<file path="src/bus_pkg.sv">
`default_nettype none

package bus_pkg;

  localparam int unsigned bus_addr_w = 32;
  localparam int unsigned bus_data_w = 32;
  localparam int unsigned bus_be_w   = 4;
  localparam int unsigned reg_addr_w = 8;

  // Single-cycle request strobe from the host.
  typedef struct packed {
    logic                  strobe;
    logic                  we;
    logic [bus_addr_w-1:0] addr;
    logic [bus_be_w-1:0]   be;
    logic [bus_data_w-1:0] wdata;
  } bus_req_t;

  // Response, valid one cycle after the strobe.
  typedef struct packed {
    logic                  valid;
    logic [bus_data_w-1:0] rdata;
    logic                  err;
  } bus_rsp_t;

  // Device slots; dev_none marks an unmapped address.
  typedef enum logic [2:0] {
    dev_ram   = 3'd0,
    dev_gpio  = 3'd1,
    dev_pwm   = 3'd2,
    dev_timer = 3'd3,
    dev_none  = 3'd4
  } dev_sel_e;

  localparam int unsigned dev_num = 4;

  ////////////////////////////////////////
  // Address map.
  ////////////////////////////////////////

  localparam logic [bus_addr_w-1:0] ram_base     = 32'h0010_0000;
  localparam logic [bus_addr_w-1:0] ram_size     = 32'h0001_0000;
  localparam logic [bus_addr_w-1:0] gpio_base    = 32'h8000_0000;
  localparam logic [bus_addr_w-1:0] pwm_base     = 32'h8000_1000;
  localparam logic [bus_addr_w-1:0] timer_base   = 32'h8000_2000;
  localparam logic [bus_addr_w-1:0] reg_win_size = 32'h0000_1000;

  // Byte-lane merge of write data into an existing word.
  function automatic logic [bus_data_w-1:0] apply_be(
    input logic [bus_data_w-1:0] old_data,
    input logic [bus_data_w-1:0] new_data,
    input logic [bus_be_w-1:0]   be
  );
    logic [bus_data_w-1:0] merged;
    merged = old_data;
    for (int i = 0; i < bus_be_w; i++) begin
      if (be[i]) begin
        merged[8*i +: 8] = new_data[8*i +: 8];
      end
    end
    return merged;
  endfunction

endpackage

`default_nettype wire

</file>
<file path="src/periph_pkg.sv">
`default_nettype none

package periph_pkg;

  ////////////////////////////////////////
  // GPIO registers.
  ////////////////////////////////////////

  localparam int unsigned gpio_out_off = 'h00;
  localparam int unsigned gpio_in_off  = 'h04;

  ////////////////////////////////////////
  // PWM registers.
  ////////////////////////////////////////

  // Channel n sits at n * stride.
  localparam int unsigned pwm_duty_stride = 4;

  ////////////////////////////////////////
  // Timer registers.
  ////////////////////////////////////////

  localparam int unsigned timer_mtime_off    = 'h00;
  localparam int unsigned timer_mtimecmp_off = 'h04;

  // Compare parked at the top so no interrupt fires out of reset.
  localparam logic [31:0] timer_cmp_reset = 32'hffff_ffff;

endpackage

`default_nettype wire

</file>
<file path="src/gpio_dev.sv">
`default_nettype none

module gpio_dev #(
  parameter int unsigned GpiWidth = 8,
  parameter int unsigned GpoWidth = 16
) (
  input  logic                clk_sys_i,
  input  logic                rst_i,
  input  bus_pkg::bus_req_t   req_i,
  output bus_pkg::bus_rsp_t   rsp_o,
  input  logic [GpiWidth-1:0] gp_i,
  output logic [GpoWidth-1:0] gp_o
);

  import bus_pkg::*;
  import periph_pkg::*;

  logic [GpoWidth-1:0]   gp_out_q;
  logic [GpiWidth-1:0]   gp_meta_q;
  logic [GpiWidth-1:0]   gp_in_q;
  logic [reg_addr_w-1:0] off;
  logic [bus_data_w-1:0] rdata_q;
  logic                  valid_q;

  assign off = req_i.addr[reg_addr_w-1:0];

  // Two-flop input synchroniser.
  always_ff @(posedge clk_sys_i) begin
    if (rst_i) begin
      gp_meta_q <= '0;
      gp_in_q   <= '0;
    end else begin
      gp_meta_q <= gp_i;
      gp_in_q   <= gp_meta_q;
    end
  end

  always_ff @(posedge clk_sys_i) begin
    if (rst_i) begin
      gp_out_q <= '0;
      valid_q  <= 1'b0;
    end else begin
      valid_q <= req_i.strobe;
      if (req_i.strobe && req_i.we && off == reg_addr_w'(gpio_out_off)) begin
        gp_out_q <= GpoWidth'(apply_be(bus_data_w'(gp_out_q), req_i.wdata, req_i.be));
      end
    end
  end

  always_ff @(posedge clk_sys_i) begin
    if (req_i.strobe) begin
      if (off == reg_addr_w'(gpio_out_off)) begin
        rdata_q <= bus_data_w'(gp_out_q);
      end else if (off == reg_addr_w'(gpio_in_off)) begin
        rdata_q <= bus_data_w'(gp_in_q);
      end else begin
        rdata_q <= '0;
      end
    end
  end

  assign gp_o        = gp_out_q;
  assign rsp_o.valid = valid_q;
  assign rsp_o.rdata = rdata_q;
  assign rsp_o.err   = 1'b0;

endmodule

`default_nettype wire

</file>
<file path="config.mk">
export PLATFORM = sky130hd
export DESIGN_NAME = gpio_dev
export DESIGN_NICKNAME = d
export VERILOG_FILES = /design/src/bus_pkg.sv /design/src/periph_pkg.sv /design/src/gpio_dev.sv
export SDC_FILE = /design/constraint.sdc
export NUM_CORES = 1
export LEC_CHECK = 0
export BUFFER_PORTS_ARGS = -buffer_cell sky130_fd_sc_hd__buf_4
export CAP_MARGIN = 20
export CORE_AREA = 3 3 75 77
export CTS_CLUSTER_DIAMETER = 40
export DETAILED_ROUTE_END_ITERATION = 12
export DIE_AREA = 0 0 78 80
export PLACE_DENSITY = 0.75
export SLEW_MARGIN = 20
export SYNTH_ARGS = -nofsm -noshare
export SYNTH_HDL_FRONTEND = slang
export SYNTH_SLANG_ARGS = --single-unit
</file>
<file path="constraint.sdc">
create_clock -name clk_sys_i -period 1.87 [get_ports clk_sys_i]
set_input_delay 0.2805 -clock clk_sys_i [delete_from_list [all_inputs] [get_ports clk_sys_i]]
set_output_delay 0.2805 -clock clk_sys_i [all_outputs]
set_load 0.01 [all_outputs]
</file>
==> impl_metrics.py <==
metrics = {
    "power": {
        "vdd_drop_max_mv": 0.3533,
        "pwr-share-clk_pct": 31.6,
        "power_frac_seq_pct": 59.5,
        "combPwrFrac_pct": 8.9,
        "p_sw_mw": 0.4139,
        "p_per_area_nw_per_um2": 725.7,
        "swShare_pct": 21.77,
        "p_total_mw": 1.901,
        "internal_power_mw": 1.487,
        "leakage_nw": 1.231,
    },
    "route": {
        "drc": 0,
        "avgRoutedWirePerCell_um": 11.83,
        "routed_wl_um": 3727,
        "ant_nets": 0,
        "drtPass1Iterations": 4,
        "first_iter_violations": 47,
        "dr_total_vias": 1276,
        "vias_per_cell": 4.051,
    },
    "placed_design": {
        "gp_congestion": 0.7313,
        "dp_hpwl_um": 2801,
        "place_inst": 307,
        "io_buffers": 70,
    },
    "cts": {
        "cts_sinks": 49,
        "postCtsSetupRepairBufs": 0,
        "h-tree-depth": 2,
        "cts_made_buffers": 5,
        "cts_tree": "done",
        "root_buffer": "clkbuf_8",
        "cts-resized-gates": 0,
        "cts_hold_buf": 0,
        "clk_pin_slew_ns": 0.09,
        "clkLatencyLatePin_ns": 0.29,
        "clock_path_buffers": 2,
    },
    "global_routing": {
        "grt_antenna_before_repair": 0,
        "use_met1_pct": 14.17,
        "grt_use_met2_pct": 20.29,
        "grt_pass1_wl_um": 5644,
        "grt_use_met3_pct": 2.483,
        "grt_pass1_vias": 1209,
        "grt-busiest-layer": "met2",
        "grt-ovfl-total": 0,
        "track_usage_pct": 11.79,
        "grt_max_degree": 50,
    },
    "critical_path": {
        "worstPathCellList": "buf_4 > or4_4 > or3_1 > buf_4 > mux2i_1",
        "path_class": "in -> reg",
        "arrival_ns": 1.64,
        "cp-end-kind": "register",
        "crit_fanout": 8,
        "cp.required_ns": 2.05,
        "crit_slowest_cell": "or4_4",
        "startpoint_type": "input port",
        "crit_path_frequent_cell": "buf_4",
        "max_stage_delay_ns": 0.55,
    },
    "final_layout": {
        "area_delta_synth_final_pct": 30.06,
        "drive_above_1_share_pct": 33.88,
        "antennaDiodeCount": 0,
        "final_cells": 315,
        "final_util_pct": 51.63,
        "layout.nets": 324,
    },
    "flow_run": {
        "drv_cap": 0,
    },
    "synthesis": {
        "postSynth.topFlopCell": "dfxtp_1",
        "synth_seq_cells": 49,
        "yosysSeqAreaShare_pct": 56.65,
        "synth_warnings": 0,
        "syn_inst": 174,
        "yosys-top-cells-count": "dfxtp_1, nand2b_1, mux2i_1",
        "async_flop_share_pct": 0,
        "synth_area_leader_cell": "dfxtp_1",
        "synth_area_sq_um": 2014,
        "synth_edf_count": 16,
        "synth_area_leaders": "dfxtp_1, edfxtp_1, mux2i_1, nand2b_1, buf_4",
        "synth_top_area_share_pct": 32.80,
        "avgSynthCellArea_sq_um": 11.58,
        "yosys.cell_count.top_type": "dfxtp_1",
        "yosysUniqueCellTypes": 17,
    },
    "sta": {
        "rsz0062_at_grt": "no",
        "max_freq_mhz": 684.4,
        "slew_violations": 0,
        "worst_clock_skew_ns": 0.007139,
        "hold_slack_ns": 0.1910,
        "fin_crit_ns": 1.461,
        "setup_tns_ns": 0,
        "setup_viol": 0,
        "final.period_utilization_pct": 78.14,
        "hold_viol_final": 0,
    },
    "die": {
        "fp.dieH_um": 80,
        "core_sq_um": 5075,
        "rows": 26,
        "die_w_um": 78,
        "start_util_pct": 39.69,
        "num_io_pins": 130,
        "die_area_sq_um": 6240,
    },
    "outcome": {
        "status": "finished, final reports clean",
    },
    "hold_path": {
        "min_path_type": "in -> reg",
    },
}
==> cell usage in the layout, fill, tap and decap left out, drive strengths merged <==
master	n
or2	1
dfxtp	33
inv	1
edfxtp	16
nand4b	2
nor3	1
clkinv	1
conb	17
nor2	8
clkbuf	6
buf	74
or4	1
or3	3
and2	8
nor2b	17
nand2b	32
mux2i	24
==> worst max-delay path: cells and delay by family <==
kind | cells | cell delay, ns
simple gates | 2 | 0.92
mux | 1 | 0.13
buf+inv | 2 | 0.31
==> cells by family after synthesis <==
family | Yosys count | share of synthesized area (%)
AND/OR/NAND/NOR | 73 | 22.11
flip-flops | 49 | 56.65
buffers and inverters | 27 | 9.130
multiplexers | 24 | 11.93
other | 1 | 0.1862
==> flip-flops by register name (all words and copies together), names as in the netlist <==
signal,count
gp_o,16
rdata_q,16
gp_in_q,8
gp_meta_q,8
valid_q,1
==> power by group through the flow <==
stage / Clock (mW) / Combinational (mW) / Sequential, mW
floorplan: 0 / 0.0957 / 1.16
global placement: 0 / 0.169 / 1.16
detailed placement: 0 / 0.171 / 1.16
CTS: 0.622 / 0.171 / 1.13
global route: 0.658 / 0.187 / 1.14
finish: 0.601 / 0.169 / 1.13
==> area by class of cell <==
class,instances,area [sq um]
timing repair buffer,74,555.5
clock inverter,2,13.76
multi-input combinational,114,749.5
fill,491,2455
clock buffer,6,72.57
tap,70,87.58
sequential,49,1141
==> metal layers <==
metal / part of all wire, % / wire length (um)
met2: 50 / 1872
met1: 43 / 1594
met5: 0 / 0
met4: 0.56 / 21
met3: 6.4 / 240
==> final timing paths <==
check                    start           end  slack [ns]  cells past startpoint
hold reg to reg   gp_meta_q[1]    gp_in_q[1]        0.44                      1
setup reg to reg       gp_o[1]    rdata_q[1]        1.03                      2
hold / removal         gp_i[3]  gp_meta_q[3]        0.19                      2
setup / recovery     req_i[40]      gp_o[14]        0.41                      5
==> through the flow <==
stage | worst slack, ns | instance area [sq um]
after floorplan | 0.3280 | 2074
after global placement | 0.1304 | 2534
after detailed placement | 0.1001 | 2534
after CTS | 0.4022 | 2620
after global routing | 0.3716 | 2620
final | 0.4088 | 2620
Power figures use the tool's default switching activity.
