[config.mk]
export PLATFORM = sky130hd
export DESIGN_NAME = timer_dev
export DESIGN_NICKNAME = d
export VERILOG_FILES = /design/src/bus_pkg.sv /design/src/periph_pkg.sv /design/src/timer_dev.sv
export SDC_FILE = /design/constraint.sdc
export NUM_CORES = 1
export LEC_CHECK = 0
export BUFFER_PORTS_ARGS = -buffer_cell sky130_fd_sc_hd__buf_2
export CORE_MARGIN = 2
export CORE_UTILIZATION = 59
export DETAILED_ROUTE_END_ITERATION = 7
export PLACE_DENSITY_LB_ADDON = 0.15
export SLEW_MARGIN = 25
export SYNTH_ARGS = -nofsm -noshare
export SYNTH_HDL_FRONTEND = slang
export SYNTH_SLANG_ARGS = --single-unit
[constraint.sdc]
create_clock -name clk_sys_i -period 4.2 [get_ports clk_sys_i]
set_input_delay 0.42 -clock clk_sys_i [delete_from_list [all_inputs] [get_ports clk_sys_i]]
set_output_delay 0.42 -clock clk_sys_i [all_outputs]
set_load 0.1 [all_outputs]
[src/bus_pkg.sv]
`default_nettype none

package bus_pkg;

  localparam int unsigned bus_addr_w = 32;
  localparam int unsigned bus_data_w = 32;
  localparam int unsigned bus_be_w   = 4;
  localparam int unsigned reg_addr_w = 8;

  // Single-cycle request strobe from the host.
  typedef struct packed {
    logic                  strobe;
    logic                  we;
    logic [bus_addr_w-1:0] addr;
    logic [bus_be_w-1:0]   be;
    logic [bus_data_w-1:0] wdata;
  } bus_req_t;

  // Response, valid one cycle after the strobe.
  typedef struct packed {
    logic                  valid;
    logic [bus_data_w-1:0] rdata;
    logic                  err;
  } bus_rsp_t;

  // Device slots; dev_none marks an unmapped address.
  typedef enum logic [2:0] {
    dev_ram   = 3'd0,
    dev_gpio  = 3'd1,
    dev_pwm   = 3'd2,
    dev_timer = 3'd3,
    dev_none  = 3'd4
  } dev_sel_e;

  localparam int unsigned dev_num = 4;

  ////////////////////////////////////////
  // Address map.
  ////////////////////////////////////////

  localparam logic [bus_addr_w-1:0] ram_base     = 32'h0010_0000;
  localparam logic [bus_addr_w-1:0] ram_size     = 32'h0001_0000;
  localparam logic [bus_addr_w-1:0] gpio_base    = 32'h8000_0000;
  localparam logic [bus_addr_w-1:0] pwm_base     = 32'h8000_1000;
  localparam logic [bus_addr_w-1:0] timer_base   = 32'h8000_2000;
  localparam logic [bus_addr_w-1:0] reg_win_size = 32'h0000_1000;

  // Byte-lane merge of write data into an existing word.
  function automatic logic [bus_data_w-1:0] apply_be(
    input logic [bus_data_w-1:0] old_data,
    input logic [bus_data_w-1:0] new_data,
    input logic [bus_be_w-1:0]   be
  );
    logic [bus_data_w-1:0] merged;
    merged = old_data;
    for (int i = 0; i < bus_be_w; i++) begin
      if (be[i]) begin
        merged[8*i +: 8] = new_data[8*i +: 8];
      end
    end
    return merged;
  endfunction

endpackage

`default_nettype wire

[src/periph_pkg.sv]
`default_nettype none

package periph_pkg;

  ////////////////////////////////////////
  // GPIO registers.
  ////////////////////////////////////////

  localparam int unsigned gpio_out_off = 'h00;
  localparam int unsigned gpio_in_off  = 'h04;

  ////////////////////////////////////////
  // PWM registers.
  ////////////////////////////////////////

  // Channel n sits at n * stride.
  localparam int unsigned pwm_duty_stride = 4;

  ////////////////////////////////////////
  // Timer registers.
  ////////////////////////////////////////

  localparam int unsigned timer_mtime_off    = 'h00;
  localparam int unsigned timer_mtimecmp_off = 'h04;

  // Compare parked at the top so no interrupt fires out of reset.
  localparam logic [31:0] timer_cmp_reset = 32'hffff_ffff;

endpackage

`default_nettype wire

[src/timer_dev.sv]
`default_nettype none

module timer_dev (
  input  logic              clk_sys_i,
  input  logic              rst_i,
  input  bus_pkg::bus_req_t req_i,
  output bus_pkg::bus_rsp_t rsp_o,
  output logic              irq_o
);

  import bus_pkg::*;
  import periph_pkg::*;

  logic [bus_data_w-1:0] mtime_q;
  logic [bus_data_w-1:0] mtimecmp_q;
  logic                  irq_q;
  logic [reg_addr_w-1:0] off;
  logic                  wr;
  logic                  mtime_sel;
  logic                  cmp_sel;
  logic [bus_data_w-1:0] rdata_q;
  logic                  valid_q;

  assign off       = req_i.addr[reg_addr_w-1:0];
  assign wr        = req_i.strobe && req_i.we;
  assign mtime_sel = off == reg_addr_w'(timer_mtime_off);
  assign cmp_sel   = off == reg_addr_w'(timer_mtimecmp_off);

  ////////////////////////////////////////
  // Time base and compare.
  ////////////////////////////////////////

  always_ff @(posedge clk_sys_i) begin
    if (rst_i) begin
      mtime_q    <= '0;
      mtimecmp_q <= timer_cmp_reset;
      irq_q      <= 1'b0;
    end else begin
      // A write to mtime wins over the increment.
      if (wr && mtime_sel) begin
        mtime_q <= apply_be(mtime_q, req_i.wdata, req_i.be);
      end else begin
        mtime_q <= mtime_q + 1'b1;
      end
      if (wr && cmp_sel) begin
        mtimecmp_q <= apply_be(mtimecmp_q, req_i.wdata, req_i.be);
      end
      // Level irq, held while time is at or past compare.
      irq_q <= mtime_q >= mtimecmp_q;
    end
  end

  ////////////////////////////////////////
  // Register reads.
  ////////////////////////////////////////

  always_ff @(posedge clk_sys_i) begin
    if (rst_i) begin
      valid_q <= 1'b0;
    end else begin
      valid_q <= req_i.strobe;
    end
  end

  always_ff @(posedge clk_sys_i) begin
    if (req_i.strobe) begin
      if (mtime_sel) begin
        rdata_q <= mtime_q;
      end else if (cmp_sel) begin
        rdata_q <= mtimecmp_q;
      end else begin
        rdata_q <= '0;
      end
    end
  end

  assign irq_o       = irq_q;
  assign rsp_o.valid = valid_q;
  assign rsp_o.rdata = rdata_q;
  assign rsp_o.err   = 1'b0;

endmodule

`default_nettype wire

==> summary.txt <==
STA
  – Tcrit/Tclk final: 64.2%
  – Worst slew pin tran: 0.724 ns
  – WHS: roughly 0.29 ns
  – Sum Neg Setup Slack: 0 ns
  – RSZ-0062 raised after global routing: no
  – Hold Vio Cnt, Final: 0
  – Final min period: 2.69 ns
  – Rel. slew slack: 51.7%
  – Final Setup Violations: 0
  – Slew Viols, Final: 0
  – Fmax: 371 MHz
  – Worst Skew: 0.0118 ns

Layout
  – Share of cells above drive strength 1: 17.5%
  – # diodes: 0
  – Fin nets: 718
  – Area Overhead vs Synth: 11.9%
  – Final cell count without fillers: 726

Clocking
  – TritonCTS clock tree: yes
  – Root buf cell: clkbuf_8
  – Maximum clock insertion buffer count: 2
  – Skew-Pair Late Insertion Delay: 0.37 ns
  – Post-CTS sizing: 0
  – CTS Hold Bufs: 0
  – Post-CTS setup buffers: 0
  – Clock sinks: 98
  – Worst-path clk slew: 0.09 ns
  – H-tree Lvls: 3
  – CTS buffer count: 9

Yosys
  – Ys async rst share: 0%
  – Syn_area_per_cell: 9.34 sq um
  – Cell taking the most area after synthesis: dfxtp_1
  – Post-synth EDFFs: 32
  – Syn Inst Count: 555
  – Yosys warnings: 0
  – Seq/Total Area, Yosys: 44.0%
  – Area contributors post-synth: dfxtp_1, edfxtp_1, ha_1
  – Dominant synthesized flop cell: dfxtp_1
  – Yosys top cell area share: about a quarter
  – Synth Cell Area: between 5000 and 6000 sq um
  – Syn Nets: 660
  – Synth cell types: 53
  – #FFs+latches synth: 98

Setup path
  – Crit Path Class: flip-flop to flip-flop
  – Critical path startpoint category: flip-flop
  – Critical Path RT: 4.45 ns
  – Family with the most delay on the worst path: simple AND/OR/NAND/NOR gates
  – CP peak stage delay: 0.60 ns
  – CP Cell Sequence: ha_1 > nand3_1 > nor4_2 > and2_0 > a311oi_1 > a2111oi_1
  – Worst-path fanout max: 7
  – Slowest cell on crit path: nor4_2
  – Crit end category: flip-flop
  – CP arrival: 2.95 ns
  – Buffers and inverters on the worst path: 0

GRT
  – First-pass GRT wire length: 21100 microns
  – Initial antenna violation count: 0
  – Largest net degree at the start of global routing: 36
  – Total GRT Usage: 27.3%
  – Vias in the first global route: 4311
  – GRT overflow: 0

Place
  – DP Cell Count: 710
  – Gpl congestion: 0.865
  – IO buf count: 81
  – HPWL Detailed: 8940 microns

Detailed routing
  – 1st-pass router iterations: 5
  – Routed WL: approximately 13000 microns
  – Vias per cell: 6.36
  – Initial drt markers: 219
  – Number of routed nets with antenna violations: 0
  – Vias: 4619
  – # DRC: 0
  – Average wire per standard cell: between 15 and 20 microns

Power
  – Max VDD drop: ~260 uV
  – Power Density: around 320 nW/um^2
  – LEAKAGE: 2.59 nW

Run status
  – Status: completed

Floorplan
  – Die ar.: 9550 sq um
  – Core area: 8640 sq um
  – Initial core utilization: approximately 60%
  – Die Height: 97.7 microns
  – Top Ports: about 110
  – Die W: 97.7 microns
  – Row cnt: 34

Flow run
  – Max cap viols: 0

Worst hold path
  – Hold WC Path Type: input port to flip-flop
[cells in the final DEF, fill, tap and decap left out, types with 4 or more instances in the layout]
master     synthesis  layout
a21oi_1           23      23
a211oi_1           8       8
a2bb2oi_1          5       5
o21ai_0           15      15
nor2_1            20      20
nor3_1             4       4
dfxtp_1           66      66
nor4_1             7       7
nor4_2             4       4
and4_1             7       7
inv_1             34      34
a31oi_1           19      19
and2_1             9       9
and3_1            11      11
buf_4              2       6
nand3_1           24      24
o211ai_1          40      40
edfxtp_1          32      32
nand4_1           10      10
clkbuf_8           0       9
ha_1              33      33
a22o_1            32      32
buf_2             13      81
or3_1             10      10
nand2_1           61      61
[sequential cells by signal (all words and copies together) (netlist names)]
signal,flops
irq_o,1
mtime_q,32
mtimecmp_q,32
rdata_q,32
valid_q,1
[tightest hold or removal path, cell delays in order]
cell and delay (ns):
buf_2 0.09, nand2_1 0.04, o211ai_1 0.07
[cell type report]
type,count,area (sq um)
inverters,35,131
well taps,108,135
clock inverters,5,80.1
repair buffers,87,450
fillers,725,2840
flip-flops and latches,98,2280
multi-input cells,382,2590
clock buffers,11,131
[cells by family (layout without fill, tap and decap cells)]
group / Yosys count / in the layout / synth area share (%)
muxes: 3 / 3 / 0.579
AOI/OAI and AO/OA: 162 / 162 / 22.5
adders and majority gates: 33 / 33 / 7.96
DFF: 98 / 98 / 44.0
other: 1 / 1 / 0.0723
and+or+nand+nor: 183 / 183 / 18.8
buffers and inverters: 75 / 138 / 6.03
[cell usage after synthesis (all sizes together), types with 10 or more instances]
cell and n:
dfxtp 66, clkbuf 23, a21oi 23, buf 17
ha 33, nand3 24, a31oi 19, nand2 62
nor4 11, a22o 32, nand4 10, and2 11
inv 34, o21ai 15, nor2 20, and3 11
o211ai 40, edfxtp 32, or3 10
[final timing paths]
kind	start	endpoint	slack [ns]	cells past startpoint
setup / recovery	mtime_q[1]$_SDFFE_PP0P_	mtime_q[22]$_SDFFE_PP0P_	1.51	6
hold / removal	req_i[14]	mtimecmp_q[14]$_SDFFE_PP1P_	0.29	3
setup reg to reg	mtime_q[1]$_SDFFE_PP0P_	mtime_q[22]$_SDFFE_PP0P_	1.51	6
hold reg to reg	mtimecmp_q[23]$_SDFFE_PP1P_	mtimecmp_q[23]$_SDFFE_PP1P_	0.53	2
[per-stage QoR]
| step | setup slack (ns) | area [sq um] | utilization (%) | total power, mW |
|---|---|---|---|---|
| after floorplan | 2.12 | 5180 | - | 1.13 |
| after global placement | 1.44 | 5590 | 64.7 | 1.18 |
| after detailed placement | 1.36 | 5590 | 64.7 | 1.18 |
| after CTS | 1.58 | 5800 | 67.2 | 1.84 |
| after global routing | 1.31 | 5800 | 67.2 | 1.88 |
| final | 1.51 | 5800 | 67.2 | 1.83 |
[metal layers]
layer | global-route usage, % | routed length, microns | vias up
li1 | - | - | 2205
met1 | 37.8 | 5820 | 2221
met2 | 43.4 | 6170 | 174
met3 | 4.94 | 788 | 19
met4 | 9.94 | 243 | 0
met5 | 0 | 0 | -
[power by group]
group | total [mW] | internal [mW] | switching (mW)
registers | 0.995 | 0.988 | 0.00708
logic | 0.163 | 0.0338 | 0.129
clock network | 0.670 | 0.335 | 0.334
(Power assumes the default switching activity.)
