## src/bus_pkg.sv

```systemverilog
`default_nettype none

package bus_pkg;

  localparam int unsigned bus_addr_w = 32;
  localparam int unsigned bus_data_w = 32;
  localparam int unsigned bus_be_w   = 4;
  localparam int unsigned reg_addr_w = 8;

  // Single-cycle request strobe from the host.
  typedef struct packed {
    logic                  strobe;
    logic                  we;
    logic [bus_addr_w-1:0] addr;
    logic [bus_be_w-1:0]   be;
    logic [bus_data_w-1:0] wdata;
  } bus_req_t;

  // Response, valid one cycle after the strobe.
  typedef struct packed {
    logic                  valid;
    logic [bus_data_w-1:0] rdata;
    logic                  err;
  } bus_rsp_t;

  // Device slots; dev_none marks an unmapped address.
  typedef enum logic [2:0] {
    dev_ram   = 3'd0,
    dev_gpio  = 3'd1,
    dev_pwm   = 3'd2,
    dev_timer = 3'd3,
    dev_none  = 3'd4
  } dev_sel_e;

  localparam int unsigned dev_num = 4;

  ////////////////////////////////////////
  // Address map.
  ////////////////////////////////////////

  localparam logic [bus_addr_w-1:0] ram_base     = 32'h0010_0000;
  localparam logic [bus_addr_w-1:0] ram_size     = 32'h0001_0000;
  localparam logic [bus_addr_w-1:0] gpio_base    = 32'h8000_0000;
  localparam logic [bus_addr_w-1:0] pwm_base     = 32'h8000_1000;
  localparam logic [bus_addr_w-1:0] timer_base   = 32'h8000_2000;
  localparam logic [bus_addr_w-1:0] reg_win_size = 32'h0000_1000;

  // Byte-lane merge of write data into an existing word.
  function automatic logic [bus_data_w-1:0] apply_be(
    input logic [bus_data_w-1:0] old_data,
    input logic [bus_data_w-1:0] new_data,
    input logic [bus_be_w-1:0]   be
  );
    logic [bus_data_w-1:0] merged;
    merged = old_data;
    for (int i = 0; i < bus_be_w; i++) begin
      if (be[i]) begin
        merged[8*i +: 8] = new_data[8*i +: 8];
      end
    end
    return merged;
  endfunction

endpackage

`default_nettype wire

```

## src/periph_pkg.sv

```systemverilog
`default_nettype none

package periph_pkg;

  ////////////////////////////////////////
  // GPIO registers.
  ////////////////////////////////////////

  localparam int unsigned gpio_out_off = 'h00;
  localparam int unsigned gpio_in_off  = 'h04;

  ////////////////////////////////////////
  // PWM registers.
  ////////////////////////////////////////

  // Channel n sits at n * stride.
  localparam int unsigned pwm_duty_stride = 4;

  ////////////////////////////////////////
  // Timer registers.
  ////////////////////////////////////////

  localparam int unsigned timer_mtime_off    = 'h00;
  localparam int unsigned timer_mtimecmp_off = 'h04;

  // Compare parked at the top so no interrupt fires out of reset.
  localparam logic [31:0] timer_cmp_reset = 32'hffff_ffff;

endpackage

`default_nettype wire

```

## src/pwm_dev.sv

```systemverilog
`default_nettype none

module pwm_dev #(
  parameter int unsigned PwmWidth   = 12,
  parameter int unsigned PwmCtrSize = 8
) (
  input  logic                clk_sys_i,
  input  logic                rst_i,
  input  bus_pkg::bus_req_t   req_i,
  output bus_pkg::bus_rsp_t   rsp_o,
  output logic [PwmWidth-1:0] pwm_o
);

  import bus_pkg::*;
  import periph_pkg::*;

  logic [PwmCtrSize-1:0]               ctr_q;
  logic [PwmWidth-1:0][PwmCtrSize-1:0] duty_q;
  logic [PwmWidth-1:0]                 pwm_q;
  logic [reg_addr_w-1:0]               off;
  int unsigned                         ch_idx;
  logic                                hit;
  logic [bus_data_w-1:0]               rdata_q;
  logic                                valid_q;

  // Offset to channel, only aligned offsets below the channel count hit.
  assign off    = req_i.addr[reg_addr_w-1:0];
  assign ch_idx = int'(off) / pwm_duty_stride;
  assign hit    = (ch_idx < PwmWidth) && (int'(off) % pwm_duty_stride == 0);

  ////////////////////////////////////////
  // Counter and outputs.
  ////////////////////////////////////////

  // Counter wraps every 2^PwmCtrSize cycles.
  always_ff @(posedge clk_sys_i) begin
    if (rst_i) begin
      ctr_q <= '0;
      pwm_q <= '0;
    end else begin
      ctr_q <= ctr_q + 1'b1;
      for (int i = 0; i < PwmWidth; i++) begin
        pwm_q[i] <= ctr_q < duty_q[i];
      end
    end
  end

  ////////////////////////////////////////
  // Register access.
  ////////////////////////////////////////

  always_ff @(posedge clk_sys_i) begin
    if (rst_i) begin
      duty_q  <= '0;
      valid_q <= 1'b0;
    end else begin
      valid_q <= req_i.strobe;
      if (req_i.strobe && req_i.we && hit) begin
        duty_q[ch_idx] <= req_i.wdata[PwmCtrSize-1:0];
      end
    end
  end

  always_ff @(posedge clk_sys_i) begin
    if (req_i.strobe) begin
      rdata_q <= hit ? bus_data_w'(duty_q[ch_idx]) : '0;
    end
  end

  assign pwm_o       = pwm_q;
  assign rsp_o.valid = valid_q;
  assign rsp_o.rdata = rdata_q;
  assign rsp_o.err   = 1'b0;

endmodule

`default_nettype wire

```

## config.mk

```make
export PLATFORM = sky130hd
export DESIGN_NAME = pwm_dev
export DESIGN_NICKNAME = d
export VERILOG_FILES = /design/src/bus_pkg.sv /design/src/periph_pkg.sv /design/src/pwm_dev.sv
export SDC_FILE = /design/constraint.sdc
export NUM_CORES = 1
export LEC_CHECK = 0
export ABC_AREA = 1
export BUFFER_PORTS_ARGS = -buffer_cell sky130_fd_sc_hd__buf_2
export CAP_MARGIN = 10
export CORE_MARGIN = 2
export CORE_UTILIZATION = 50
export CTS_BUF_LIST = sky130_fd_sc_hd__clkbuf_2
export DETAILED_ROUTE_END_ITERATION = 8
export MAX_ROUTING_LAYER = met4
export PLACE_DENSITY_LB_ADDON = 0.08
export RECOVER_POWER = 50
export SLEW_MARGIN = 20
export SYNTH_ARGS = -nofsm -noshare
export SYNTH_HDL_FRONTEND = slang
export SYNTH_SLANG_ARGS = --single-unit
export TNS_END_PERCENT = 10
```

## constraint.sdc

```tcl
create_clock -name clk_sys_i -period 3.7 [get_ports clk_sys_i]
set_clock_uncertainty 0.2 [all_clocks]
set_input_delay 0.185 -clock clk_sys_i [delete_from_list [all_inputs] [get_ports clk_sys_i]]
set_output_delay 0.185 -clock clk_sys_i [all_outputs]
set_load 0.05 [all_outputs]
```

==> flow_metrics.py <==
metrics = {
    "outcome": {
        "status": "complete, but fails checks",
        "violations": "negative hold slack, max-capacitance violations, max-slew violations",
    },
    "worst_setup_path": {
        "crit_chain": "dlygate4sd3_1 -> clkbuf_1 -> nor2_4 -> dlygate4sd3_1 -> nand2_2 -> nor2_2 -> nand3_1 -> dlygate4sd3_1 -> nand2_1 -> nor2_1 -> dlygate4sd3_1",
        "r2r_start": "ctr_q[7]",
        "reg2reg_to": "pwm_o[8]",
        "cp-start-kind": "primary input",
        "crit_arrival_ns": 3.90,
        "r2r_cells": 6,
        "critical_path.max_fanout": 16,
        "slowest_stage": "dlygate4sd3_1",
        "crit_path_end_kind": "flop",
        "crit_type": "in2reg",
        "critPathMostFrequentCell": "dlygate4sd3_1",
        "reg2reg_slack_ns": 1.63,
        "critPathMaxStageDelay_ns": 0.74,
        "crit_required_ns": 4.14,
    },
    "synth": {
        "ys_warn_count": 0,
        "synth_area_leaders": "dfxtp_1 (28%), nand2_1 (18%), ha_1 (13%)",
        "yosysTopAreaCellShare": 0.280,
        "yosys.area.top_type": "dfxtp_1",
        "seq_area_frac_synth": 0.309,
        "syn_area_um2": 8370,
        "synth_cell_types": 24,
        "synthCells": 1283,
        "ys_ff_latch": 125,
        "synth_area_per_cell_um2": 6.52,
    },
    "hold_path": {
        "min-delay-start": "req_i[42]",
        "hp-class": "in2reg",
        "whs_path_depth": 6,
        "min_to": "duty_q[5]",
    },
    "route": {
        "viasPerCell": 5.10,
        "drtIter0Drc": 520,
        "finalWirelength_mm": 23.2,
        "drt_first_pass_iters": 7,
        "avgRoutedWirePerCell_um": 15.0,
        "drc": 0,
        "ant_nets": 0,
        "num_vias": 7882,
    },
    "floorplanning": {
        "die_area_um2": 17800,
        "initial_utilization": 0.508,
        "die_h_um": 133,
        "core_um2": 16500,
        "io_pins": 118,
        "rows": 47,
        "die_x_um": 133,
    },
    "pwr": {
        "power_switching_mw": 0.865,
        "pwr-share-comb": 0.142,
        "ir_worst_vdd_v": 0.000186,
        "power_frac_clock": 0.341,
        "total_power_mw": 2.70,
        "power_density_nw_per_um2": 299,
        "pwr-share-seq": 0.517,
        "power_leakage_nw": 4.07,
        "p_sw_frac": 0.320,
        "p_int_mw": 1.84,
    },
    "sta": {
        "rsz0062_at_grt": "false",
        "max_freq_ghz": 0.289,
        "post-route-period-util": 0.936,
        "slew_headroom": -0.215,
        "final.setup.tns_ns": 0,
        "fin_crit_ns": 3.46,
        "finalMaxSlewViolations": 64,
        "holdWs_ns": -0.0107,
        "setup_viol": 0,
        "tightest_slew_ns": 1.82,
        "hold_violations": 4,
    },
    "clock_network": {
        "cts.sinks": 125,
        "cts_htree_levels": 4,
        "cts.clk_slew.worst_paths_ns": 0.20,
        "root_buffer": "clkbuf_2",
        "clock_path_buffers": 2,
        "cts_tree": "yes",
        "numCtsBuffers": 17,
        "clkLatencyLatePin_ns": 0.72,
        "cts_setup_buffers": 0,
    },
    "finish": {
        "layout_common_cells": "nand2_1 (407), a21oi_1 (132), nor2_1 (130)",
        "fin_nets": 1468,
        "syn2layout_area_growth_pct": 8.22,
        "drive_gt1_frac": 0.0604,
        "final_common_cell": "nand2_1",
    },
    "grt": {
        "gr-total-overflow": 0,
        "grt_pass1_vias": 7146,
        "grt_pass1_wl_mm": 37.4,
        "grt_usage": 0.280,
        "grt_max_degree": 53,
        "antenna_found_initial": 1,
    },
    "place": {
        "place.gp.congestion": 0.899,
        "hpwl_mm": 14.9,
        "portBuffers": 40,
    },
    "flow_run": {
        "drv_cap": 2,
    },
}
[synthesized netlist by cell type, drive strengths merged]
| cell type | count |
|---|---|
| a21oi | 132 |
| buf | 75 |
| clkbuf | 20 |
| clkinv | 1 |
| conb | 1 |
| dfxtp | 117 |
| edfxtp | 8 |
| ha | 85 |
| inv | 128 |
| nand2 | 412 |
| nand3 | 120 |
| nand4 | 12 |
| nor2 | 137 |
| nor3 | 10 |
| o21ai | 21 |
| xnor2 | 1 |
| xor2 | 3 |
[layer usage]
metal	part of all wire	up-vias	GRT usage
li1	-	4085	-
met3	0.045	29	0.0400
met2	0.46	189	0.444
met4	0.018	0	0.0810
met1	0.48	3579	0.373
met5	0	-	-
[per-stage QoR]
stage / instance area (um^2) / setup slack, ns / std cells / util / hold slack [ns]
after floorplan: 8460 / 2.14 / 1307 / - / 0.0920
after global placement: 8560 / 1.31 / 1482 / 0.520 / 0.260
after detailed placement: 8560 / 1.28 / 1482 / 0.520 / 0.269
after CTS: 9110 / 0.201 / 1545 / 0.553 / 0.00432
after global routing: 9060 / 0.111 / 1546 / 0.550 / 0.0210
final: 9060 / 0.236 / 1546 / 0.550 / -0.0107
[how the worst max path moves through the flow]
stage / start / endpoint / slack (ns) / cells past startpoint
after floorplan: ctr_q[1] / ctr_q[6] / 2.14 / 5
after global placement: req_i[38] / duty_q[48] / 1.31 / 8
after detailed placement: req_i[38] / duty_q[48] / 1.28 / 8
after CTS: req_i[43] / duty_q[6] / 0.20 / 11
after global routing: req_i[41] / duty_q[15] / 0.11 / 11
final: req_i[41] / duty_q[15] / 0.24 / 11
[cell families (layout without fill, tap and decap cells)]
group / after synthesis / after routing / synth area share
AO/OA/AOI/OAI: 153 / 153 / 0.0915
other: 1 / 27 / 0.000448
buffers and inverters: 224 / 241 / 0.121
adder cells (fa/ha/maj): 85 / 85 / 0.127
flip-flops: 125 / 125 / 0.309
AND/OR/NAND/NOR: 691 / 691 / 0.348
XOR/XNOR: 4 / 4 / 0.00419
[repair_timing]
action | CTS | global route
endpoints found under the hold margin | 133 | 0
gates resized for setup | 0 | 0
hold buffers | 31 | 0
endpoints found under the setup margin | 0 | 3
[sequential cells by signal, indices dropped and copies added (netlist names)]
| signal | count |
|---|---|
| duty_q | 96 |
| valid_q | 1 |
| rdata_q | 8 |
| pwm_o | 12 |
| ctr_q | 8 |
[final cells by class]
class / count / area (um^2)
Clock inverter: 13 / 149
Antenna cell: 2 / 5.00
Tap cell: 220 / 275
Timing Repair Buffer: 80 / 591
Clock buffer: 19 / 95.1
Sequential cell: 125 / 2580
Multi-Input combinational cell: 958 / 4870
Inverter: 129 / 485
Fill cell: 1757 / 7410
[worst max-delay path, delay by kind of cell]
| family | cells | cell delay (ns) |
|---|---|---|
| buffers and inverters | 5 | 2.62 |
| and+or+nand+nor | 6 | 1.08 |
[power groups by stage]
stage	sequential, mW	clock, mW	combinational (mW)
floorplan	1.47	0	0.243
global route	1.40	0.996	0.417
CTS	1.40	0.941	0.386
global placement	1.43	0	0.368
finish	1.40	0.923	0.383
detailed placement	1.43	0	0.370
Power figures use the tool's default switching activity.
