$ cat src/bus_pkg.sv
`default_nettype none

package bus_pkg;

  localparam int unsigned bus_addr_w = 32;
  localparam int unsigned bus_data_w = 32;
  localparam int unsigned bus_be_w   = 4;
  localparam int unsigned reg_addr_w = 8;

  // Single-cycle request strobe from the host.
  typedef struct packed {
    logic                  strobe;
    logic                  we;
    logic [bus_addr_w-1:0] addr;
    logic [bus_be_w-1:0]   be;
    logic [bus_data_w-1:0] wdata;
  } bus_req_t;

  // Response, valid one cycle after the strobe.
  typedef struct packed {
    logic                  valid;
    logic [bus_data_w-1:0] rdata;
    logic                  err;
  } bus_rsp_t;

  // Device slots; dev_none marks an unmapped address.
  typedef enum logic [2:0] {
    dev_ram   = 3'd0,
    dev_gpio  = 3'd1,
    dev_pwm   = 3'd2,
    dev_timer = 3'd3,
    dev_none  = 3'd4
  } dev_sel_e;

  localparam int unsigned dev_num = 4;

  ////////////////////////////////////////
  // Address map.
  ////////////////////////////////////////

  localparam logic [bus_addr_w-1:0] ram_base     = 32'h0010_0000;
  localparam logic [bus_addr_w-1:0] ram_size     = 32'h0001_0000;
  localparam logic [bus_addr_w-1:0] gpio_base    = 32'h8000_0000;
  localparam logic [bus_addr_w-1:0] pwm_base     = 32'h8000_1000;
  localparam logic [bus_addr_w-1:0] timer_base   = 32'h8000_2000;
  localparam logic [bus_addr_w-1:0] reg_win_size = 32'h0000_1000;

  // Byte-lane merge of write data into an existing word.
  function automatic logic [bus_data_w-1:0] apply_be(
    input logic [bus_data_w-1:0] old_data,
    input logic [bus_data_w-1:0] new_data,
    input logic [bus_be_w-1:0]   be
  );
    logic [bus_data_w-1:0] merged;
    merged = old_data;
    for (int i = 0; i < bus_be_w; i++) begin
      if (be[i]) begin
        merged[8*i +: 8] = new_data[8*i +: 8];
      end
    end
    return merged;
  endfunction

endpackage

`default_nettype wire

$ cat src/bus_decode.sv
`default_nettype none

module bus_decode (
  input  logic                                     clk_sys_i,
  input  logic                                     rst_i,
  input  bus_pkg::bus_req_t                        host_req_i,
  output bus_pkg::bus_rsp_t                        host_rsp_o,
  output bus_pkg::bus_req_t [bus_pkg::dev_num-1:0] dev_req_o,
  input  bus_pkg::bus_rsp_t [bus_pkg::dev_num-1:0] dev_rsp_i
);

  import bus_pkg::*;

  dev_sel_e              sel_d;
  dev_sel_e              sel_q;
  logic                  pend_q;
  logic [bus_addr_w-1:0] ram_off;
  logic [bus_addr_w-1:0] reg_off;

  // Windows are size aligned, so a mask compare is enough.
  function automatic logic in_window(
    input logic [bus_addr_w-1:0] addr,
    input logic [bus_addr_w-1:0] base,
    input logic [bus_addr_w-1:0] size
  );
    return (addr & ~(size - 1'b1)) == base;
  endfunction

  always_comb begin
    sel_d = dev_none;
    if (in_window(host_req_i.addr, ram_base, ram_size)) begin
      sel_d = dev_ram;
    end else if (in_window(host_req_i.addr, gpio_base, reg_win_size)) begin
      sel_d = dev_gpio;
    end else if (in_window(host_req_i.addr, pwm_base, reg_win_size)) begin
      sel_d = dev_pwm;
    end else if (in_window(host_req_i.addr, timer_base, reg_win_size)) begin
      sel_d = dev_timer;
    end
  end

  assign ram_off = host_req_i.addr & (ram_size - 1'b1);
  assign reg_off = bus_addr_w'(host_req_i.addr[reg_addr_w-1:0]);

  // Fan out, strobe only the selected slot.
  always_comb begin
    for (int i = 0; i < dev_num; i++) begin
      dev_req_o[i]        = host_req_i;
      dev_req_o[i].strobe = host_req_i.strobe && (sel_d == dev_sel_e'(i));
      dev_req_o[i].addr   = (dev_sel_e'(i) == dev_ram) ? ram_off : reg_off;
    end
  end

  always_ff @(posedge clk_sys_i) begin
    if (rst_i) begin
      pend_q <= 1'b0;
      sel_q  <= dev_none;
    end else begin
      pend_q <= host_req_i.strobe;
      if (host_req_i.strobe) begin
        sel_q <= sel_d;
      end
    end
  end

  // Return path, one cycle behind the request.
  always_comb begin
    host_rsp_o = '0;
    if (pend_q) begin
      if (sel_q == dev_none) begin
        host_rsp_o.valid = 1'b1;
        host_rsp_o.err   = 1'b1;
      end else begin
        host_rsp_o = dev_rsp_i[2'(sel_q)];
      end
    end
  end

endmodule

`default_nettype wire

$ cat config.mk
export PLATFORM = sky130hd
export DESIGN_NAME = bus_decode
export DESIGN_NICKNAME = d
export VERILOG_FILES = /design/src/bus_pkg.sv /design/src/bus_decode.sv
export SDC_FILE = /design/constraint.sdc
export NUM_CORES = 1
export LEC_CHECK = 0
export BUFFER_PORTS_ARGS = -buffer_cell sky130_fd_sc_hd__buf_2
export CELL_PAD_IN_SITES_DETAIL_PLACEMENT = 1
export CELL_PAD_IN_SITES_GLOBAL_PLACEMENT = 1
export CORE_AREA = 2 2 202 204
export CTS_CLUSTER_SIZE = 10
export DETAILED_ROUTE_END_ITERATION = 7
export DIE_AREA = 0 0 204 206
export PLACE_DENSITY_LB_ADDON = 0.25
export SYNTH_ARGS = -nofsm -noshare
export SYNTH_HDL_FRONTEND = slang
export SYNTH_SLANG_ARGS = --single-unit
$ cat constraint.sdc
create_clock -name clk_sys_i -period 2.5 [get_ports clk_sys_i]
set_input_delay 0.125 -clock clk_sys_i [delete_from_list [all_inputs] [get_ports clk_sys_i]]
set_output_delay 0.125 -clock clk_sys_i [all_outputs]
set_load 0.05 [all_outputs]
==> flow_summary.yaml, run 1 <==
worst_setup_path:
  cp_num_buf_inv: 2
  startpoint: "sel_q[0]"
  cp-start-kind: "flop"
  worst_setup_path_end_kind: "primary output"
  cp_data_arrival_time_ns: 2.03
  crit_chain: "buf_4 > mux4_2 > nor2b_1 > buf_2"
  cp_slowest_cell: "dfxtp_2"
  worstPathRequired_ns: 2.38
  critPathMaxStageDelay_ns: 0.65
  reg2reg_from: "sel_q[0]"
  crit_type: "flop to primary output"
  critPathTopFamily: "flip-flops"
  cp_max_fo: 16
timing:
  worst_pin_slew_ns: 0.540
  rsz0062_at_grt: "no"
  min_period_over_period: 0.861
  fin_crit_ns: 2.15
  tns_ns: 0
  finalHoldViolCount: 0
  relSlewSlack: 0.640
  setup_viol: 0
  max_freq_ghz: 0.465
  finClkSkew_ns: 0
  slew_viol_final: 0
clock_tree:
  cts_hold_buf: 0
  cts_buffer_depth: 2
  cts_buffers: 3
  htree_num_levels: 1
  path_clk_slew_ns: 0.03
  clock_latency_ns: 0.22
  cts_setup_buffers: 0
  ctsResizeCount: 0
  cts_tree: "yes"
  clkSinkCount: 4
  clockRootBuffer: "clkbuf_16"
layout:
  drive_gt1_frac: 0.640
  nNetsFinal: 616
  fillCellCount: 4880
  insertedDiodeCount: 0
  syn2layout_area_growth_pct: 1.53
synth:
  synth_top_area_cell: "buf_4"
  yosysUniqueCellTypes: 30
  syn-mean-instance-area_um2: 8.83
  synth_area_um2: 3440
  yosysTopAreaCellShare: 0.602
  yosysSeqAreaShare: 0.0232
  synth.area.top_cells: "buf_4 60%, mux4_2 22%, nor2b_1 6.5%"
  ys_seq_elements: 4
  synthArstFlopShare: 0
  ys.flop_type: "dfxtp_1"
  synth-edff-count: 0
  yosys_warnings: 0
  synth_cells: 390
grt:
  grt_max_degree: 35
  grt_use_total: 0.0511
  grt_pass1_vias: 2284
  grt_pass1_wl_um: 15600
  grt_remaining_overflow: 0
  antenna_found_initial: 0
detailed_routing:
  avgRoutedWirePerCell_um: 13.0
  viasPerCell: 2.45
  antenna_left: 0
  drc: 0
  first_pass_iters: 3
  vias: 2297
  drt_iter0_drc: 61
  wirelength_um: 12200
place:
  dp_hpwl_um: 11100
  routabilityCongestion: 0.693
  io_buffer_count: 200
run:
  cap_violations: 0
floorplanning:
  die_y_um: 206
  core-area_um2: 40200
  rows: 74
  dieWidth_um: 204
  dieArea_um2: 42000
  start_util: 0.0857
  io_pins: 522
pwr:
  powerDensity_nw_per_um2: 236
  power_mw: 0.825
  worst_ir_drop_vdd_uv: 197
  p_leak_nw: 1.56
min_path:
  hp-start: "host_req_i[69]"
  hp-class: "input port to flop"
outcome:
  status: "completed"
[cell type report]
type,count,area (µm²),share of cell area
Inverter,1,3.75,0.00107
Timing Repair Buffer,213,1120,0.321
Multi-Input combinational cell,185,1550,0.442
Tap cell,532,666,0.190
Sequential cell,4,82.6,0.0236
Clock buffer,3,75.1,0.0215
[metrics by stage]
stage / hold slack (ns) / cells / instance area (µm²) / setup slack, ns / util
final: 0.184 / 938 / 3500 / 0.348 / 0.0870
after global routing: 0.209 / 938 / 3500 / 0.216 / 0.0870
after CTS: 0.193 / 938 / 3500 / 0.254 / 0.0870
after detailed placement: 0.250 / 935 / 3420 / 0.491 / 0.0852
after global placement: 0.250 / 935 / 3420 / 0.543 / 0.0852
after floorplan: 0.197 / 477 / 3770 / 0.153 / -
[cell usage after synthesis, drive strengths merged, types with 2 or more instances]
cell type and n:
and2 2, buf 285, clkbuf 2, dfxtp 4
mux4 34, nor2 2, nor2b 36, nor3 2
nor4 3, o31ai 2, or2 2, or3 2
or3b 2
[sequential cells by signal (all words and copies together), names as in the netlist]
signal	count
pend_q	1
sel_q	3
[cells in the final DEF (no fill, tap or decap), types with 2 or more instances in the layout]
cell	n
buf_2	200
conb_1	88
nor2b_1	36
mux4_2	34
buf_4	11
clkbuf_16	3
or2_0	2
and2_1	2
nor4_2	2
nor3_1	2
or3_1	2
nor2_1	2
dfxtp_1	2
buf_12	2
dfxtp_2	2
[where the power goes]
part           total [mW]  switching, mW  leakage (nW)  internal (mW)
logic               0.513          0.377          1.49          0.136
clock network       0.246         0.0418        0.0370          0.204
registers          0.0661       0.000966        0.0336         0.0652
[worst paths after layout]
kind,slack (ns),cells after the start,endpoint
max reg2reg,1.01,2,sel_q[0]
min reg2reg,0.73,2,sel_q[1]
min,0.18,2,pend_q
max,0.35,4,host_rsp_o[20]
[kinds of logic (layout without fill, tap and decap cells)]
| group | after synthesis | count (layout) | synth area share |
|---|---|---|---|
| AO/OA/AOI/OAI | 5 | 5 | 0.0156 |
| XOR/XNOR | 1 | 1 | 0.00254 |
| buffers and inverters | 288 | 217 | 0.625 |
| other | 1 | 88 | 0.00109 |
| flip-flops | 4 | 4 | 0.0232 |
| AND/OR/NAND/NOR | 57 | 57 | 0.110 |
| multiplexers | 34 | 34 | 0.222 |
[layer usage]
layer | GRT usage | wire length (µm) | up-vias
li1 | - | - | 960
met1 | 0.0500 | 4000 | 993
met2 | 0.0850 | 5410 | 275
met3 | 0.0285 | 2080 | 69
met4 | 0.0295 | 722 | 0
met5 | 0 | 0 | -
Power figures use the tool's default switching activity.
==> inputs of run 2 (changes only) <==
- CELL_PAD_IN_SITES_DETAIL_PLACEMENT: 1 -> 0
==> run 2 against run 1 <==
Against the previous run:
- power rose by 0.16%
- critical endpoint unchanged
- clock-buffer cell count did not move
- critical path type unchanged
- register-to-register slack improved by 0.06 ns
- sequential cell count did not move
- clock skew did not move
- highest routed layer unchanged
- largest cell class unchanged
- wire length fell by 1.7%
==> flow_summary.yaml, run 2 (synthesis gave the netlist of run 1 again) <==
worst_setup_path:
  startpoint: "sel_q[0]"
  cp_max_fo: 16
  critPathMaxStageDelay_ns: 0.64
  worst_setup_path_end_kind: "primary output"
  r2r_slack_ns: 1.07
  cp_data_arrival_time_ns: 1.98
  crit_chain: "buf_4 > mux4_2 > nor2b_1 > buf_2"
  crit_type: "flop to primary output"
  cp-start-kind: "flop"
  reg2reg_from: "sel_q[0]"
  reg2reg_to: "sel_q[0]"
  cp_slowest_cell: "dfxtp_2"
  worstPathRequired_ns: 2.38
  reg2reg_depth: 2
  cp-endpoint: "host_rsp_o[20]"
timing:
  fin_crit_ns: 2.11
  worst_pin_slew_ns: 0.522
  finalHoldViolCount: 0
  min_period_over_period: 0.843
  finClkSkew_ns: 0
  relSlewSlack: 0.649
  rsz0062_at_grt: "no"
  tns_ns: 0
  max_freq_ghz: 0.474
  slew_viol_final: 0
  setup_viol: 0
detailed_routing:
  avgRoutedWirePerCell_um: 12.8
  vias: 2325
  viasPerCell: 2.48
  antenna_left: 0
  first_pass_iters: 3
  drc: 0
  drt_iter0_drc: 73
  wirelength_um: 12000
min_path:
  hp-class: "input port to flop"
pwr:
  p_leak_nw: 1.56
  worst_ir_drop_vdd_uv: 191
  powerDensity_nw_per_um2: 236
grt:
  grt_pass1_vias: 2257
  antenna_found_initial: 0
  grt_pass1_wl_um: 15300
  grt_remaining_overflow: 0
  grt_max_degree: 35
  grt_use_total: 0.0503
run:
  cap_violations: 0
clock_tree:
  cts_tree: "yes"
  cts_buffer_depth: 2
  ctsResizeCount: 0
  clkSinkCount: 4
  cts_hold_buf: 0
  clockRootBuffer: "clkbuf_16"
  cts_setup_buffers: 0
  cts_buffers: 3
  clock_latency_ns: 0.22
  htree_num_levels: 1
  path_clk_slew_ns: 0.03
floorplanning:
  rows: 74
  die_y_um: 206
  io_pins: 522
  dieArea_um2: 42000
  dieWidth_um: 204
  start_util: 0.0857
  core-area_um2: 40200
place:
  io_buffer_count: 200
  dp.cells: 935
  routabilityCongestion: 0.693
  dp_hpwl_um: 10800
outcome:
  status: "completed"
layout:
  final_common_cell: "buf_2"
  nNetsFinal: 616
  final_cell_mix: "200 x buf_2, 88 x conb_1, 36 x nor2b_1, 34 x mux4_2, 11 x buf_4"
  fillCellCount: 4762
  top_regs: "sel_q x3, pend_q x1"
  largest_reg_flops: 3
  drive_gt1_frac: 0.640
  fin_util: 0.0870
  top_register: "sel_q"
  insertedDiodeCount: 0
  syn2layout_area_growth_pct: 1.53
  stdcell_count: 938
## run 2: worst min-delay path by stage
| stage | from | end | cells after the start | slack (ns) |
|---|---|---|---|---|
| 3_3_place_gp | host_req_i[44] | dev_req_o[44] | 0 | 0.25 |
| 3_5_place_dp | host_req_i[44] | dev_req_o[44] | 0 | 0.25 |
| 4_1_cts | rst_i | pend_q | 2 | 0.20 |
| 5_1_grt | host_req_i[69] | pend_q | 2 | 0.21 |
| 2_1_floorplan | rst_i | pend_q | 1 | 0.20 |
| 6_report | host_req_i[69] | pend_q | 2 | 0.19 |
## run 2: routing by layer
metal,global-route usage,vias to the layer above,wire length (µm),part of all wire
met2,0.0826,275,5260,0.44
met3,0.0271,69,2010,0.17
li1,-,965,-,-
met1,0.0499,1016,3960,0.33
met5,0,-,0,0
met4,0.0316,0,776,0.065
## run 2: per-stage QoR
| stage | worst slack [ns] | area, µm² | hold WS, ns | power, mW |
|---|---|---|---|---|
| floorplan | 0.153 | 3770 | 0.197 | 1.33 |
| global placement | 0.543 | 3420 | 0.250 | 0.583 |
| detailed placement | 0.517 | 3420 | 0.250 | 0.583 |
| CTS | 0.274 | 3500 | 0.203 | 0.834 |
| global route | 0.230 | 3500 | 0.209 | 0.865 |
| finish | 0.392 | 3500 | 0.195 | 0.826 |
## run 2: final cells by class
| cell class | instances | area (µm²) | area share |
|---|---|---|---|
| Sequential cell | 4 | 82.6 | 0.0236 |
| Tap cell | 532 | 666 | 0.190 |
| Timing Repair Buffer | 213 | 1120 | 0.321 |
| Multi-Input combinational cell | 185 | 1550 | 0.442 |
| Inverter | 1 | 3.75 | 0.00107 |
| Clock buffer | 3 | 75.1 | 0.0215 |
## run 2: critical path, delay by kind of cell, from the launching register on
kind | cells | cell delay, ns
and+or+nand+nor | 1 | 0.14
muxes | 1 | 0.49
DFF | 1 | 0.64
buffers and inverters | 2 | 0.46
## run 2: report_power, final
group          internal (mW)  switching [mW]
Combinational          0.136           0.378
Sequential            0.0652        0.000986
Clock                  0.204          0.0421
